File: src/verilog/bist_pkg.sv
package bist_pkg;

    // RAM geometry
    localparam int ADDR_W = 10;
    localparam int DATA_W = 32;

    // State codes carried in an error record
    localparam logic [7:0] ST_WRITE = 8'h01;
    localparam logic [7:0] ST_READ  = 8'h02;

    // Report stream bytes
    localparam logic [7:0] REP_ERR_HDR = 8'hEE;
    localparam logic [7:0] REP_LOOP    = 8'h4C;

    // Header, state, 2 address bytes, 4 expected, 4 actual
    localparam int REP_ERR_LEN = 12;

    // RAM write port
    typedef struct packed {
        logic              en;
        logic [ADDR_W-1:0] addr;
        logic [DATA_W-1:0] data;
    } mem_wr_t;

    // RAM read request, data returns one cycle later
    typedef struct packed {
        logic              en;
        logic [ADDR_W-1:0] addr;
    } mem_rd_t;

    // One mismatch found by the read pass
    typedef struct packed {
        logic [7:0]        state;
        logic [ADDR_W-1:0] addr;
        logic [DATA_W-1:0] expected;
        logic [DATA_W-1:0] actual;
    } err_rec_t;

endpackage

File: src/verilog/error_reporter.sv
`timescale 1ns/10ps

module error_reporter (
    input  logic               clk,
    input  logic               arst_n,
    input  logic               err_valid,
    input  bist_pkg::err_rec_t err_rec,
    input  logic               loop_done,
    output logic               report_busy,
    output logic [7:0]         tx_data,
    output logic               tx_data_ready,
    input  logic               tx_data_accepted
);
    import bist_pkg::*;

    localparam int BUF_W = REP_ERR_LEN * 8;
    localparam int CNT_W = $clog2(REP_ERR_LEN + 1);

    logic [BUF_W-1:0] shift_buf;
    logic [CNT_W-1:0] bytes_left;
    logic             busy;
    logic             take_rec;
    logic             take_loop;
    logic             accept;

    assign take_rec  = err_valid && !busy;
    assign take_loop = loop_done && !busy && !err_valid;
    assign accept    = busy && tx_data_accepted;

    // Control
    always_ff @(posedge clk or negedge arst_n) begin
        if (!arst_n) begin
            busy       <= 1'b0;
            bytes_left <= '0;
        end else if (take_rec) begin
            busy       <= 1'b1;
            bytes_left <= CNT_W'(REP_ERR_LEN);
        end else if (take_loop) begin
            busy       <= 1'b1;
            bytes_left <= CNT_W'(1);
        end else if (accept) begin
            bytes_left <= bytes_left - 1'b1;
            if (bytes_left == CNT_W'(1)) begin
                busy <= 1'b0;
            end
        end
    end

    // Byte buffer, most significant byte goes out first
    always_ff @(posedge clk) begin
        if (take_rec) begin
            shift_buf <= {REP_ERR_HDR,
                          err_rec.state,
                          16'(err_rec.addr),
                          err_rec.expected,
                          err_rec.actual};
        end else if (take_loop) begin
            shift_buf <= {REP_LOOP, {(BUF_W - 8){1'b0}}};
        end else if (accept) begin
            shift_buf <= {shift_buf[BUF_W-9:0], 8'h00};
        end
    end

    assign tx_data       = shift_buf[BUF_W-1 -: 8];
    assign tx_data_ready = busy;
    assign report_busy   = busy;

endmodule

File: config.mk
export PLATFORM = sky130hd
export DESIGN_NAME = error_reporter
export DESIGN_NICKNAME = d
export VERILOG_FILES = /design/src/verilog/bist_pkg.sv /design/src/verilog/error_reporter.sv
export SDC_FILE = /design/constraint.sdc
export NUM_CORES = 1
export LEC_CHECK = 0
export BUFFER_PORTS_ARGS = -buffer_cell sky130_fd_sc_hd__buf_2
export CAP_MARGIN = 10
export CORE_MARGIN = 1.5
export CORE_UTILIZATION = 57
export DETAILED_ROUTE_END_ITERATION = 8
export HOLD_SLACK_MARGIN = 0.06
export PLACE_DENSITY = 0.84
export SLEW_MARGIN = 25
export SYNTH_ARGS = -nofsm -noshare
export SYNTH_HDL_FRONTEND = slang
export SYNTH_SLANG_ARGS = --single-unit
File: constraint.sdc
create_clock -name clk -period 6.6 [get_ports clk]
set_input_delay 0.33 -clock clk [delete_from_list [all_inputs] [get_ports clk]]
set_output_delay 0.33 -clock clk [all_outputs]
set_load 0.005 [all_outputs]
---- After elaboration in Yosys (flattened, before gate mapping) ----
Index checks and enable logic that the tools add are counted.
word-level totals
  memories ................................ 0
  logic and storage cells ................. 28
  bits of input ports ..................... 87
  memory bits (read-only) ................. 0
  latch bits .............................. 0
  register bits after elaboration ......... 101
  memory bits (writable) .................. 0
  output and inout bits ................... 10
cells by class
  bitwise gates (word level) .............. 0
  $lt $le $gt $ge ......................... 0
  div/mod/pow operators ................... 0
  reductions and logical operators ........ 11
  add/subtract/negate cells ............... 1
  multiplexer cells ....................... 10
  multipliers ............................. 0
  shift-type cells ........................ 0
  equal/unequal tests ..................... 1
operators by type and width
  kind                                                                 number
  96-bit two-way mux                                                   2
  88-bit two-way mux                                                   1
  4-bit two-way mux                                                    3
  3-bit nonzero test                                                   2
  4-bit by 1-bit == test with 1-bit output (second input constant)     1
  1-bit logical AND                                                    4
  1-bit two-way mux                                                    4
  4-bit by 1-bit subtractor with 4-bit output (second input constant)  1
  1-bit logical NOT                                                    2
  2-bit AND reduction                                                  1
  2-bit nonzero test                                                   1
  2-bit OR reduction                                                   1

---- Depth between registers and ports, before layout ----
  depth after elaboration ................. 5
  depth in mapped cells ................... 6
  gate-level depth less buffers ........... 5

---- Worst setup path before layout ----
OpenSTA, ideal clock, no wires.
  path kind ............................... flip-flop to flip-flop
  from .................................... reg busy (netlist: report_busy)
  to ...................................... reg bytes_left[1]
  period minus slack after synthesis ...... 3153 ps
  buffers on the path ..................... 1
  slack ................................... 3447 ps
  cell stages (with the launch flop) ...... 4
  data arrival time ....................... 2900 ps
  library setup time ...................... 254 ps
  cells stage by stage .................... dfrtp_1 buf_2 o31a_1 o22ai_1
between the ends
  longest elaborated chain between the ends .. 5
ends and longest elaborated chain
  item                            line                                        text
  start, declared                 error_reporter.sv:21                        logic busy;
  start signal, assigned          error_reporter.sv:33                        busy <= 1'b0;
  start signal, assigned          error_reporter.sv:36                        busy <= 1'b1;
  start signal, assigned          error_reporter.sv:39                        busy <= 1'b1;
  1-bit logical NOT               error_reporter.sv:26, error_reporter.sv:27
  1-bit logical AND (2 in a row)  error_reporter.sv:27                        assign take_loop = loop_done && !busy && !err_valid;
  4-bit two-way mux               error_reporter.sv:38                        end else if (take_loop) begin
  4-bit two-way mux               error_reporter.sv:35                        end else if (take_rec) begin
  end signal, assigned            error_reporter.sv:37                        bytes_left <= CNT_W'(REP_ERR_LEN);
  end signal, assigned            error_reporter.sv:42                        bytes_left <= bytes_left - 1'b1;
  end, declared                   error_reporter.sv:20                        logic [CNT_W-1:0] bytes_left;
Several ways; a longest one is shown, not always the timed one.
A chain may end at the register's enable or synchronous reset.

---- Final worst setup path ----
  from .................................... reg busy (netlist: report_busy)
  to ...................................... reg shift_buf[52], data pin
between the ends
  longest elaborated chain between the ends .. 5
ends and longest elaborated chain
  item                            line                                        text
  1-bit logical NOT (*)           error_reporter.sv:26, error_reporter.sv:27
  1-bit logical AND (2 in a row)  error_reporter.sv:27
  96-bit two-way mux              error_reporter.sv:57                        end else if (take_loop) begin
  88-bit two-way mux (*)          error_reporter.sv:51                        if (take_rec) begin
  end signal, assigned            error_reporter.sv:52                        shift_buf <= {REP_ERR_HDR,
  end signal, assigned            error_reporter.sv:58                        shift_buf <= {REP_LOOP, {(BUF_W - 8){1'b0}}};
  end signal, assigned            error_reporter.sv:60                        shift_buf <= {shift_buf[BUF_W-9:0], 8'h00};
  end, declared                   error_reporter.sv:19                        logic [BUF_W-1:0] shift_buf;
Mark *: on every way between the ends. The rest lies on a longest branch, timed or not.

==> impl_metrics.ini <==
[sta]
final-setup-viol-count = 0
timing.final.crit_share = 0.284
timing_worst_slew_pin_value_ns = 0.905
max_clock_freq_mhz = 533
worst_slew_margin_rel = 0.397
final-max-slew-violation-count = 0
skew_ns = 0.00883
rsz_0062_raised_after_global_routing = no
report.final.hold_viol_count = 0
setup-tns-final_ns = 0
post-route-min-period_ns = 1.88

[pwr]
vdd_drop_max_uv = 201
leakagePower_uw = 0.00200
power-per-cell-area_nw_per_um2 = 399

[yosys]
synth_commonest_cells = 82 x edfxtp_1, 74 x a22o_1, 24 x nand2_1, 16 x buf_4, 14 x dfxtp_1
net_count_synth = 367
synthMostInstantiatedCell = edfxtp_1
number_of_enable_type_register_cells_in_the_synthesized_netlist = 82
mappedNetlistArea_um2 = 4130
area_leader_netlist = edfxtp_1
synthFlopType = edfxtp_1
synth_seq_area_share = 0.695
ys_types = 27
asyncSetResetFlopFracSynth = 0.0495
synthDominantCellAreaShare = 0.596
syn_inst = 278
synthesis.yosys.warnings = 0
synth-seq-cells = 101
synth.top_cells.by_area = edfxtp_1 60%, a22o_1 16%, dfxtp_1 6.8%, dfrtp_1 3.0%, buf_4 2.9%
avgSynthCellArea_um2 = 14.9

[global_route]
globalRouteTotalUtil = 0.196
grt-ovfl-total = 0
via_count_of_the_first_global_routing_pass = 2455
initial_antenna_violation_count = 0
grt_max_degree = 89
grt_first_pass_wirelength_um = 11300

[detailed_routing]
first_pass_iters = 5
drt_first_iter_violations = 124
ant_nets = 0
vias = 2579
totalWireLength_um = 7360
avgRoutedWirePerCell_um = 16.0
drc_markers = 0
drt-vias-per-instance = 5.62

[floorplan]
design.portCount = 97
floorplan.core_area_um2 = 6910
start_util = 0.598
die-area_um2 = 7760
std_cell_rows = 30
die_h_um = 88.1
die_w_um = 88.1

[layout]
final_util = 0.689
final_net_count = 447
drive_above_1_share = 0.314
layout-area-overhead-vs-synth_pct = 15.3
diodes = 0

[cts]
clock_latency_ns = 0.35
cts.hold.buffers_added = 1
cts_inserted_buffers = 9
root_buffer = clkbuf_8
cts.htree.levels = 3
tritoncts = done
clockBufferDepth = 2
post_cts_resize_count = 0
post-cts-setup-buffer-count = 0
sinks_on_clock_net = 101
register_clock_pin_slew_on_the_reported_worst_setup_and_hold_paths_ns = 0.09

[placed_design]
port-buffer-count = 96
place.gp.congestion = 0.793
place_hpwl_um = 4540

[worst_setup_path]
timing.critical_path.fanout_max = 85
setup.worst_path.class = reg2reg
crit-reg2reg-launch = report_busy
r2r_cells = 3
worstReg2RegEnd = shift_buf[52]
path_cells = and2b_2 > buf_4 > a22o_1
timing.critical_path.slowest_cell_delay_ns = 0.64
cp-end-kind = flop
arrival_ns = 2.08
critPathLaunch = report_busy
critical_path.startpoint_type = flop
critical-path-slowest-cell = buf_4
crit_required_ns = 6.81
rrSetupSlack_ns = 4.72

[hold_path]
hold_depth = 2
hold_path.startpoint = err_rec[1]
hold_path.class = in2reg
timing.hold.worst_endpoint = shift_buf[1]

[run_status]
run_status = complete, no violations

[run]
max_cap_violations = 0
-- placed cells by master, fill, tap and decap left out, types with 2 or more instances in the layout --
cell type	count
inv_1	4
clkinv_1	2
clkinv_2	2
nand3_1	3
nor2_1	2
xnor2_1	2
edfxtp_1	82
a22o_1	74
nand2_1	24
dfxtp_1	14
and2_1	8
dfrtp_1	5
ha_1	2
o21ai_0	4
buf_2	96
bufinv_16	2
a21oi_1	10
clkbuf_8	9
a221o_1	3
a211oi_1	2
-- kinds of logic after synthesis --
logic type,share of synthesized area
buffers and inverters,0.0536
DFF,0.695
adders and majority gates,0.00606
AOI/OAI and AO/OA,0.191
and+or+nand+nor,0.0488
xor gates and xnor gates,0.00636
-- worst max-delay path, delay by kind of cell (launching register included) --
kind / cells / cell delay, ns
flip-flops: 1 / 0.51
buffers and inverters: 1 / 0.64
AND/OR/NAND/NOR: 1 / 0.26
AO/OA/AOI/OAI: 1 / 0.26
-- per-stage QoR --
stage | cells | worst slack (ns) | hold WS [ns] | total power (µW) | cell area [µm²]
6_report | 459 | 4.72 | 0.256 | 1900 | 4760
5_1_grt | 459 | 4.55 | 0.249 | 2000 | 4760
4_1_cts | 459 | 4.59 | 0.240 | 1910 | 4760
3_5_place_dp | 442 | 4.60 | 0.149 | 1510 | 4540
3_3_place_gp | 442 | 4.67 | 0.145 | 1480 | 4540
2_1_floorplan | 278 | 3.45 | 0.0344 | 1420 | 4130
-- where the power goes --
part	switching (µW)	leakage, µW	internal (µW)
Combinational	194	0.000866	183
Sequential	97.3	0.00103	1020
Clock	193	0.000105	210
Total	484	0.00200	1410
-- registers in the layout (all words and copies together), names as in the netlist --
register	flops
bytes_left	4
report_busy	1
shift_buf	96
-- worst max path at each step --
stage,end,slack [ns]
4_1_cts,shift_buf[28],4.59
2_1_floorplan,bytes_left[1],3.45
6_report,shift_buf[52],4.72
5_1_grt,shift_buf[78],4.55
3_5_place_dp,shift_buf[6],4.60
3_3_place_gp,shift_buf[14],4.67
-- routing by layer --
metal / global-route usage / up-vias / wire length, µm
met5: 0 / - / 0
met4: 0.0781 / 0 / 84
met3: 0.0509 / 9 / 519
met2: 0.315 / 87 / 3490
met1: 0.256 / 1246 / 3280
li1: - / 1237 / -
-- layout make-up --
class / instances / area (µm²)
Fill cell: 522 / 2140
Sequential cell: 101 / 2870
Clock inverter: 6 / 77.6
Inverter: 4 / 15.0
Clock buffer: 10 / 128
Multi-Input combinational cell: 143 / 1040
Tap cell: 96 / 120
Timing Repair Buffer: 99 / 509
No activity file was read; power rests on OpenSTA's default activity.
